$ cat config.mk
export PLATFORM = sky130hd
export DESIGN_NAME = packet_switch
export DESIGN_NICKNAME = d
export VERILOG_FILES = /design/src/verilog/switch_pkg.sv /design/src/verilog/packet_switch.sv /design/src/verilog/egress_crossbar.sv /design/src/verilog/rr_packet_arbiter.sv /design/src/verilog/ingress_router.sv /design/src/verilog/switch_csr.sv
export SDC_FILE = /design/constraint.sdc
export NUM_CORES = 1
export LEC_CHECK = 0
export BUFFER_PORTS_ARGS = -buffer_cell sky130_fd_sc_hd__buf_2
export CAP_MARGIN = 20
export CORE_MARGIN = 4
export CORE_UTILIZATION = 45
export DETAILED_ROUTE_END_ITERATION = 8
export PLACE_DENSITY = 0.83
export SYNTH_ARGS = -nofsm -noshare
export SYNTH_HDL_FRONTEND = slang
export SYNTH_SLANG_ARGS = --single-unit
$ cat constraint.sdc
create_clock -name clk -period 4.4 [get_ports clk]
set_input_delay 0.88 -clock clk [delete_from_list [all_inputs] [get_ports clk]]
set_output_delay 0.88 -clock clk [all_outputs]
set_load 0.005 [all_outputs]
$ cat src/verilog/switch_pkg.sv
// shared sizes, stream beat structs and request/grant matrix types, imported by every switch block
package switch_pkg;

    ////////////////////////////////////////////////////////////
    // sizes
    ////////////////////////////////////////////////////////////

    // ingress and egress port count
    localparam int n_ports    = 4;
    // beat payload width
    localparam int data_width = 16;
    // bits needed to name one port
    localparam int idx_width  = 2;

    // avalon-mm style register bus
    localparam int csr_data_width = 32;
    localparam int csr_addr_width = 8;

    // egress enable mask lives at the only decoded address
    localparam logic [csr_addr_width-1:0] csr_mask_addr = '0;

    ////////////////////////////////////////////////////////////
    // types
    ////////////////////////////////////////////////////////////

    // one port index
    typedef logic [idx_width-1:0] port_idx_t;

    // one bit per port, used for mask, readies and grant rows
    typedef logic [n_ports-1:0] port_vec_t;

    // beat arriving at an ingress port, 20 bits
    typedef struct packed {
        logic                  valid;
        logic                  last;
        port_idx_t             dest;
        logic [data_width-1:0] data;
    } beat_in_t;

    // beat leaving an egress port, 18 bits
    // dest is dropped, the port itself says where it went
    typedef struct packed {
        logic                  valid;
        logic                  last;
        logic [data_width-1:0] data;
    } beat_out_t;

    // row e holds the ingress bits aimed at egress e
    // same shape for requests and grants
    typedef logic [n_ports-1:0][n_ports-1:0] req_matrix_t;

endpackage
$ cat src/verilog/packet_switch.sv
// four-port packet switch top, wires the mask register, router, arbiters and crossbar
`timescale 1ns/1ps

module packet_switch
    import switch_pkg::*;
(
    input  logic                      clk,
    input  logic                      reset,

    // control bus
    input  logic                      chipselect,
    input  logic                      write,
    input  logic                      read,
    input  logic [csr_addr_width-1:0] address,
    input  logic [csr_data_width-1:0] writedata,
    output logic [csr_data_width-1:0] readdata,

    // ingress streams
    input  beat_in_t                  ingress [n_ports],
    output port_vec_t                 ingress_ready,

    // egress streams
    output beat_out_t                 egress [n_ports],
    input  port_vec_t                 egress_ready
);

    port_vec_t   egress_enable;
    req_matrix_t request;
    req_matrix_t grant;
    // ready seen by arbiters and router, after the enable mask
    port_vec_t   port_ready;
    // last flags gathered for the arbiters
    port_vec_t   ingress_last;

    ////////////////////////////////////////////////////////////
    // input side
    ////////////////////////////////////////////////////////////

    switch_csr csr0 (
        .clk           (clk),
        .reset         (reset),
        .chipselect    (chipselect),
        .write         (write),
        .read          (read),
        .address       (address),
        .writedata     (writedata),
        .readdata      (readdata),
        .egress_enable (egress_enable)
    );

    ingress_router router0 (
        .ingress       (ingress),
        .grant         (grant),
        .port_ready    (port_ready),
        .request       (request),
        .ingress_ready (ingress_ready)
    );

    ////////////////////////////////////////////////////////////
    // one arbiter per egress
    ////////////////////////////////////////////////////////////

    for (genvar g = 0; g < n_ports; g++) begin : g_arb
        assign ingress_last[g] = ingress[g].last;

        // row g of request in, row g of grant out
        rr_packet_arbiter arb (
            .clk         (clk),
            .reset       (reset),
            .request_row (request[g]),
            .port_ready  (port_ready[g]),
            .last_in     (ingress_last),
            .grant_row   (grant[g])
        );
    end

    // output side
    egress_crossbar xbar0 (
        .ingress       (ingress),
        .grant         (grant),
        .egress_enable (egress_enable),
        .egress_ready  (egress_ready),
        .egress        (egress),
        .port_ready    (port_ready)
    );

endmodule

$ cat src/verilog/egress_crossbar.sv
// per-egress beat select from the granted ingress, with enable mask and egress back-pressure
`timescale 1ns/1ps

module egress_crossbar
    import switch_pkg::*;
(
    input  beat_in_t    ingress [n_ports],
    input  req_matrix_t grant,
    input  port_vec_t   egress_enable,
    input  port_vec_t   egress_ready,
    output beat_out_t   egress [n_ports],
    output port_vec_t   port_ready
);

    ////////////////////////////////////////////////////////////
    // beat select
    ////////////////////////////////////////////////////////////

    // grant rows are one-hot or zero, so and-or select is enough
    // zero grant leaves data and last at zero
    always_comb begin
        for (int e = 0; e < n_ports; e++) begin
            egress[e].data = '0;
            egress[e].last = 1'b0;
            for (int i = 0; i < n_ports; i++) begin
                if (grant[e][i]) begin
                    egress[e].data = egress[e].data | ingress[i].data;
                    egress[e].last = egress[e].last | ingress[i].last;
                end
            end
        end
    end

    // valid needs an owner and an enabled port
    // grant already implies the owner's valid
    always_comb begin
        for (int e = 0; e < n_ports; e++) begin
            egress[e].valid = (|grant[e]) && egress_enable[e];
        end
    end

    ////////////////////////////////////////////////////////////
    // back-pressure
    ////////////////////////////////////////////////////////////

    // disabled port reports not ready
    // source then holds its beat instead of dropping it
    always_comb begin
        for (int e = 0; e < n_ports; e++) begin
            port_ready[e] = egress_ready[e] && egress_enable[e];
        end
    end

endmodule

$ cat src/verilog/rr_packet_arbiter.sv
// round-robin arbiter that keeps its winner until the last beat of the packet and is instantiated once per egress
`timescale 1ns/1ps

module rr_packet_arbiter
    import switch_pkg::*;
(
    input  logic      clk,
    input  logic      reset,
    input  port_vec_t request_row,
    input  logic      port_ready,
    input  port_vec_t last_in,
    output port_vec_t grant_row
);

    // rotating start point for the search
    port_idx_t pointer;
    // owner held across beats and stalls
    logic      locked;
    port_idx_t lock_idx;

    // idle choice
    logic      pick_valid;
    port_idx_t pick_idx;

    // current owner and its handshake
    port_idx_t win_idx;
    logic      xfer;
    logic      xfer_last;

    ////////////////////////////////////////////////////////////
    // idle search
    ////////////////////////////////////////////////////////////

    // first requester at or after pointer
    // walk offsets high to low so the smallest offset wins
    always_comb begin
        port_idx_t cand;
        pick_valid = 1'b0;
        pick_idx   = pointer;
        for (int k = n_ports - 1; k >= 0; k--) begin
            cand = pointer + port_idx_t'(k);
            if (request_row[cand]) begin
                pick_valid = 1'b1;
                pick_idx   = cand;
            end
        end
    end

    // locked grant stays on its owner
    // and is still masked by the owner's valid
    always_comb begin
        if (locked) begin
            grant_row = request_row & (port_vec_t'(1) << lock_idx);
        end else if (pick_valid) begin
            grant_row = port_vec_t'(1) << pick_idx;
        end else begin
            grant_row = '0;
        end
    end

    assign win_idx   = locked ? lock_idx : pick_idx;
    // port_ready already carries the enable bit
    assign xfer      = (|grant_row) && port_ready;
    assign xfer_last = xfer && last_in[win_idx];

    ////////////////////////////////////////////////////////////
    // lock and pointer
    ////////////////////////////////////////////////////////////

    // any granted cycle that is not the final beat locks the owner
    // covers mid-packet beats and stalled first beats alike
    always_ff @(posedge clk or posedge reset) begin
        if (reset) begin
            pointer  <= '0;
            locked   <= 1'b0;
            lock_idx <= '0;
        end else if (|grant_row) begin
            if (xfer_last) begin
                locked  <= 1'b0;
                // next search starts past the winner
                pointer <= win_idx + port_idx_t'(1);
            end else begin
                locked   <= 1'b1;
                lock_idx <= win_idx;
            end
        end
    end

    // a finished owner yields to any ingress left waiting
    a_rr_rotate : assert property (
        @(posedge clk) disable iff (reset)
        (xfer_last && ((request_row & ~grant_row) != '0)) |=>
            ((grant_row & $past(grant_row)) == '0));

    // no other ingress slips in before the last beat transfers
    a_grant_held : assert property (
        @(posedge clk) disable iff (reset)
        ((|grant_row) && !xfer_last) |=>
            ((grant_row == $past(grant_row)) || (grant_row == '0)));

endmodule

$ cat src/verilog/ingress_router.sv
// decodes ingress destinations into egress requests and folds grants back into ingress ready
`timescale 1ns/1ps

module ingress_router
    import switch_pkg::*;
(
    input  beat_in_t    ingress [n_ports],
    input  req_matrix_t grant,
    input  port_vec_t   port_ready,
    output req_matrix_t request,
    output port_vec_t   ingress_ready
);

    ////////////////////////////////////////////////////////////
    // request decode
    ////////////////////////////////////////////////////////////

    // each valid ingress raises exactly one bit
    // row picked by dest, column by ingress index
    always_comb begin
        request = '0;
        for (int i = 0; i < n_ports; i++) begin
            if (ingress[i].valid) begin
                request[ingress[i].dest][i] = 1'b1;
            end
        end
    end

    ////////////////////////////////////////////////////////////
    // ready merge
    ////////////////////////////////////////////////////////////

    // ingress i ready only when its egress grants it
    // and that egress takes the beat this cycle
    // disabled egress keeps port_ready low, so traffic holds
    always_comb begin
        ingress_ready = '0;
        for (int e = 0; e < n_ports; e++) begin
            for (int i = 0; i < n_ports; i++) begin
                if (grant[e][i] && port_ready[e]) begin
                    ingress_ready[i] = 1'b1;
                end
            end
        end
    end

    // column check across the four arbiters
    // an ingress never owned by two egresses at once
    always_comb begin
        port_vec_t column;
        for (int i = 0; i < n_ports; i++) begin
            for (int e = 0; e < n_ports; e++) begin
                column[e] = grant[e][i];
            end
            a_single_owner : assert final ($onehot0(column));
        end
    end

endmodule

$ cat src/verilog/switch_csr.sv
// egress enable mask register on the control bus, with registered read-back
`timescale 1ns/1ps

module switch_csr
    import switch_pkg::*;
(
    input  logic                      clk,
    input  logic                      reset,
    input  logic                      chipselect,
    input  logic                      write,
    input  logic                      read,
    input  logic [csr_addr_width-1:0] address,
    input  logic [csr_data_width-1:0] writedata,
    output logic [csr_data_width-1:0] readdata,
    output port_vec_t                 egress_enable
);

    // single register, so address decode is one compare
    logic hit;

    assign hit = chipselect && (address == csr_mask_addr);

    ////////////////////////////////////////////////////////////
    // enable mask
    ////////////////////////////////////////////////////////////

    // all egress ports start disabled
    // new mask seen by traffic right after the write edge
    always_ff @(posedge clk or posedge reset) begin
        if (reset) begin
            egress_enable <= '0;
        end else if (hit && write) begin
            egress_enable <= writedata[n_ports-1:0];
        end
    end

    // read-back, zero extended, valid one cycle after the strobe
    // held until the next read of the mask
    always_ff @(posedge clk or posedge reset) begin
        if (reset) begin
            readdata <= '0;
        end else if (hit && read) begin
            readdata <= csr_data_width'(egress_enable);
        end
    end

    // bus master never issues read and write together
    a_no_rw_collision : assert property (
        @(posedge clk) disable iff (reset) chipselect |-> !(read && write));

endmodule

== Word level (Yosys, flattened, before mapping) ==
Cells that the tools add are included.
Word-level totals
  bits in registers: 28
  word-level logic and storage cells: 285
Operators by class
  add/subtract/negate cells: 16
  order comparisons: 28
  shift-type cells: 8
  mux-type cells: 132
  bitwise operators: 35
  reduce and logical (&&, ||, !) cells: 52
Operators by type and width (number)
  17-bit 2-to-1 mux: 16
  16-bit OR: 15
  2-bit by 3-bit less-than comparator with 1-bit output (second input constant): 24
  16-bit 2-to-1 mux: 4
  1-bit 2-to-1 mux: 57
  2-bit 2-to-1 mux: 21
  1-bit binary-select mux with 2-bit select: 20
  1-bit logical AND: 39
  4-bit 2-to-1 mux: 9
  4-bit demux with 2-bit select: 4
  1-bit by 2-bit << shifter with 4-bit output (first input constant): 8
  2-bit by 1-bit adder with 2-bit output (second input constant): 8
  2-bit adder (second input constant): 8
  4-bit bitwise AND: 4
  2-bit AND reduction: 8
  4-bit OR reduction: 4
  1-bit OR: 12
  2-bit by 1-bit >= comparator with 1-bit output (second input constant): 4
  8-bit logical NOT: 1
  1-bit NOT: 4
  3-bit 2-to-1 mux: 1

== Depth between registers and ports, before layout ==
  depth after elaboration: 27
  mapped depth: 10
  gate-level depth less buffers: 8

== Cells and area by module ==
A second synthesis with hierarchy kept.
Unflattened totals
  cells, all modules: 651
  area, all modules: 4797.1 µm²
By module, submodules not included
  rr_packet_arbiter: times used 4, cells an instance 81, area each 614.3 µm²
  egress_crossbar: times used 1, cells an instance 244, area each 1591.5 µm²
  switch_csr: times used 1, cells an instance 51, area each 553.0 µm²
  ingress_router: times used 1, cells an instance 32, area each 195.2 µm²

== Worst setup path before layout ==
No wires, ideal clock.
  path type: input to output
  from: in ingress[79] (netlist name)
  to: out egress[71] (netlist name)
  arrival time: 2.950 ns
  required time: 3.520 ns
  slack: 0.570 ns
  stages: 9
  path through: buf_4 -> or3b_1 -> buf_2 -> a2bb2oi_1 -> o2bb2ai_1 -> or2_2 -> o21ai_1 -> or4_4 -> and2_1
RTL lines
  start, declared: RTL line packet_switch.sv:19  | input beat_in_t ingress [n_ports],
  end, declared: RTL line packet_switch.sv:23  | output beat_out_t egress [n_ports],

==> flow_metrics.py <==
metrics = {
    "power": {
        "power_uw": 1250,
        "power_density_nw_per_um2": 245,
        "total_leakage_power_uw": 0.00272,
        "peakVddDrop_uv": 149,
    },
    "drt": {
        "vias": 5409,
        "first_pass_iters": 9,
        "ant_nets": 0,
        "wl_mm": 16.5,
        "wl_per_cell_um": 20.2,
        "first_iter_violations": 876,
        "drcViolationCount": 12,
        "viasPerCell": 6.64,
    },
    "place": {
        "place_ws_ps": 156,
        "io_buffer_count": 180,
        "post-place-cells": 809,
        "place_congestion": 0.953,
        "hpwl_mm": 12.3,
    },
    "synth": {
        "yosysSeqAreaShare_pct": 17.6,
        "synth_seq_cells": 28,
        "synth_cell_types": 67,
        "synth.top_cell.area_share_pct": 17.6,
        "synth_cells": 531,
        "synth_ff_type": "dfrtp_1",
        "ys_warn_count": 0,
        "postSynth.asyncResetShare_pct": 100,
        "synth_area_leaders": "dfrtp_1 (18%), nand2_1 (13%), a222oi_1 (13%), a22oi_1 (6.6%), buf_4 (5.5%)",
        "synth_area_leader_cell": "dfrtp_1",
        "synth_area_um2": 3990,
        "avgSynthCellArea_um2": 7.50,
        "synth-edff-count": 0,
    },
    "timing": {
        "hold_viol": 0,
        "slew_violations": 0,
        "finalSetupViolCount": 0,
        "tns_ps": 0,
        "fin_crit_ps": 4280,
        "tightest_slew_ps": 828,
        "fmax_mhz": 234,
        "relSlewSlack_pct": 44.4,
        "setup_slack_ps": 123,
        "hold_ws_ps": 509,
        "clock_skew_ps": 3.54,
        "finalCritPeriodShare_pct": 97.2,
    },
    "final_layout": {
        "fill_cells": 794,
        "final_cells": 815,
        "area_growth_pct": 27.9,
        "nets": 836,
        "final_layout_size_suffix_gt1_share_pct": 33.8,
    },
    "die": {
        "io_pins": 237,
        "rows": 34,
        "start_util_pct": 45.9,
        "die_area_um2": 10400,
        "die-width_um": 102,
        "die_h_um": 102,
        "coreArea_um2": 8680,
    },
    "clocking": {
        "h-tree-depth": 1,
        "cts-root-buf": "clkbuf_8",
        "clkLatencyLatePin_ps": 280,
        "ctsHoldBuffers": 0,
        "clkTransAtPathRegs_ps": 100,
        "cts_num_sinks": 28,
        "numCtsBuffers": 3,
        "cts_tree": "done",
        "clockBufferDepth": 2,
    },
    "setup_path": {
        "end_kind": "output port",
        "cp.arrival_ps": 3400,
        "cp_data_required_time_ps": 3520,
        "critPathMaxFanout": 10,
        "r2r_slack_ps": 1470,
        "path_class": "in2out",
        "startpoint_type": "input port",
        "r2r_cells": 9,
        "r2r_start": "g_arb[1].arb.pointer[1]",
        "path_cells": "buf_2 -> nand3b_1 -> nand3b_1 -> nand2_1 -> a311oi_1 -> o31ai_4 -> buf_4 -> a222oi_1 -> nand2_1 -> buf_2",
        "crit_path_top_delay_cell": "a311oi_1",
        "max_stage_delay_ps": 620,
        "r2r-end": "g_arb[1].arb.pointer[1]",
    },
    "global_routing": {
        "grt_max_degree": 29,
        "overflow": 0,
        "grt_pass1_wl_mm": 25.0,
        "grt_use_total_pct": 29.5,
        "grt_pass1_vias": 5074,
        "antenna_found_initial": 2,
    },
    "min_path": {
        "hold_class": "reg2reg",
        "hold_start": "csr0.readdata[1]",
        "holdPathEnd": "csr0.readdata[1]",
        "holdPathStages": 1,
    },
    "outcome": {
        "outcome": "finished, violations left",
        "violations": "design-rule violations",
    },
    "job": {
        "cap_violations": 0,
    },
}
metrics by stage:
| step | instance area [um2] | utilization [%] |
|---|---|---|
| 5_1_grt | 5100 | 58.8 |
| 2_1_floorplan | 4090 | - |
| 3_3_place_gp | 5020 | 57.8 |
| 4_1_cts | 5060 | 58.3 |
| 3_5_place_dp | 5020 | 57.8 |
| 6_report | 5100 | 58.8 |
placed cells by master, fill, tap and decap left out, types with 10 or more instances in the layout:
master,instances
o21ai_1,10
nand2_1,137
a22oi_1,35
dfrtp_1,28
a222oi_1,51
buf_4,26
buf_2,180
nand3b_1,10
nor2_1,11
conb_1,28
mux2i_1,13
nand3_1,10
registers in the layout (all words and copies together) (netlist names):
register and cells:
g_arb.arb.lock_idx 8, g_arb.arb.pointer 8, csr0.egress_enable 4, csr0.readdata 4
g_arb.arb.locked 4
Yosys cell counts, drive strengths merged (5+ instances only):
cell type	count
a222oi	51
a21boi	6
buf	30
a21oi	10
nand3b	10
mux2i	13
o21ai	19
nand2	137
clkbuf	33
nor2	11
o21a	7
o31ai	5
and3b	5
nand4	7
inv	9
mux2	19
dfrtp	28
and2	7
a22oi	35
nand3	10
o32ai	6
area by class of cell:
class	count	area, um2	share of cell area, %
inverter	9	33.8	0.663
antenna	2	5.00	0.0982
multi-input combinational	458	3060	60.0
timing repair buffer	207	1120	22.0
tap	108	135	2.65
sequential	28	701	13.7
clock buffer	3	41.3	0.810
layer usage:
layer	track usage [%]	wire length, um
met1	37.5	6010
met4	11.1	442
met2	49.3	7870
met3	6.08	2160
met5	0	0
worst max-delay path, delay by kind of cell:
| family | cells | cell delay [ps] |
|---|---|---|
| and+or+nand+nor | 4 | 820 |
| AOI/OAI and AO/OA | 3 | 1180 |
| buffers and inverters | 3 | 510 |
what timing repair did:
| action | CTS | global route |
|---|---|---|
| gates resized for setup | 0 | 1 |
| buffers inserted | 0 | 0 |
| endpoints found under the setup margin | 0 | 10 |
cells by family (layout without fill, tap and decap cells):
kind of cell              Yosys count  count (layout)  share of synthesized area [%]
buffers and inverters              72             219                           9.54
other                               1              30                         0.0941
muxes                              33              33                           9.39
and+or+nand+nor                   223             223                           27.0
DFF                                28              28                           17.6
xor gates and xnor gates            4               4                          0.879
AOI/OAI and AO/OA                 170             170                           35.5
power breakdown:
part | leakage (uW) | internal [uW] | switching [uW] | total, uW
sequential | 0.000337 | 295 | 57.6 | 352
clock | 0.0000216 | 61.7 | 81.9 | 144
combinational | 0.00237 | 338 | 417 | 755
worst max path at each step:
stage | startpoint | to | slack [ps] | cells past startpoint
after detailed placement | ingress[57] | egress[43] | 160 | 10
after floorplan | ingress[79] | egress[71] | 570 | 9
final | ingress[57] | egress[43] | 120 | 10
after global routing | ingress[57] | egress[43] | -60 | 10
after global placement | ingress[57] | egress[39] | 140 | 10
after CTS | ingress[57] | egress[43] | 130 | 10
Note: power is estimated with default switching activity, not from simulation.
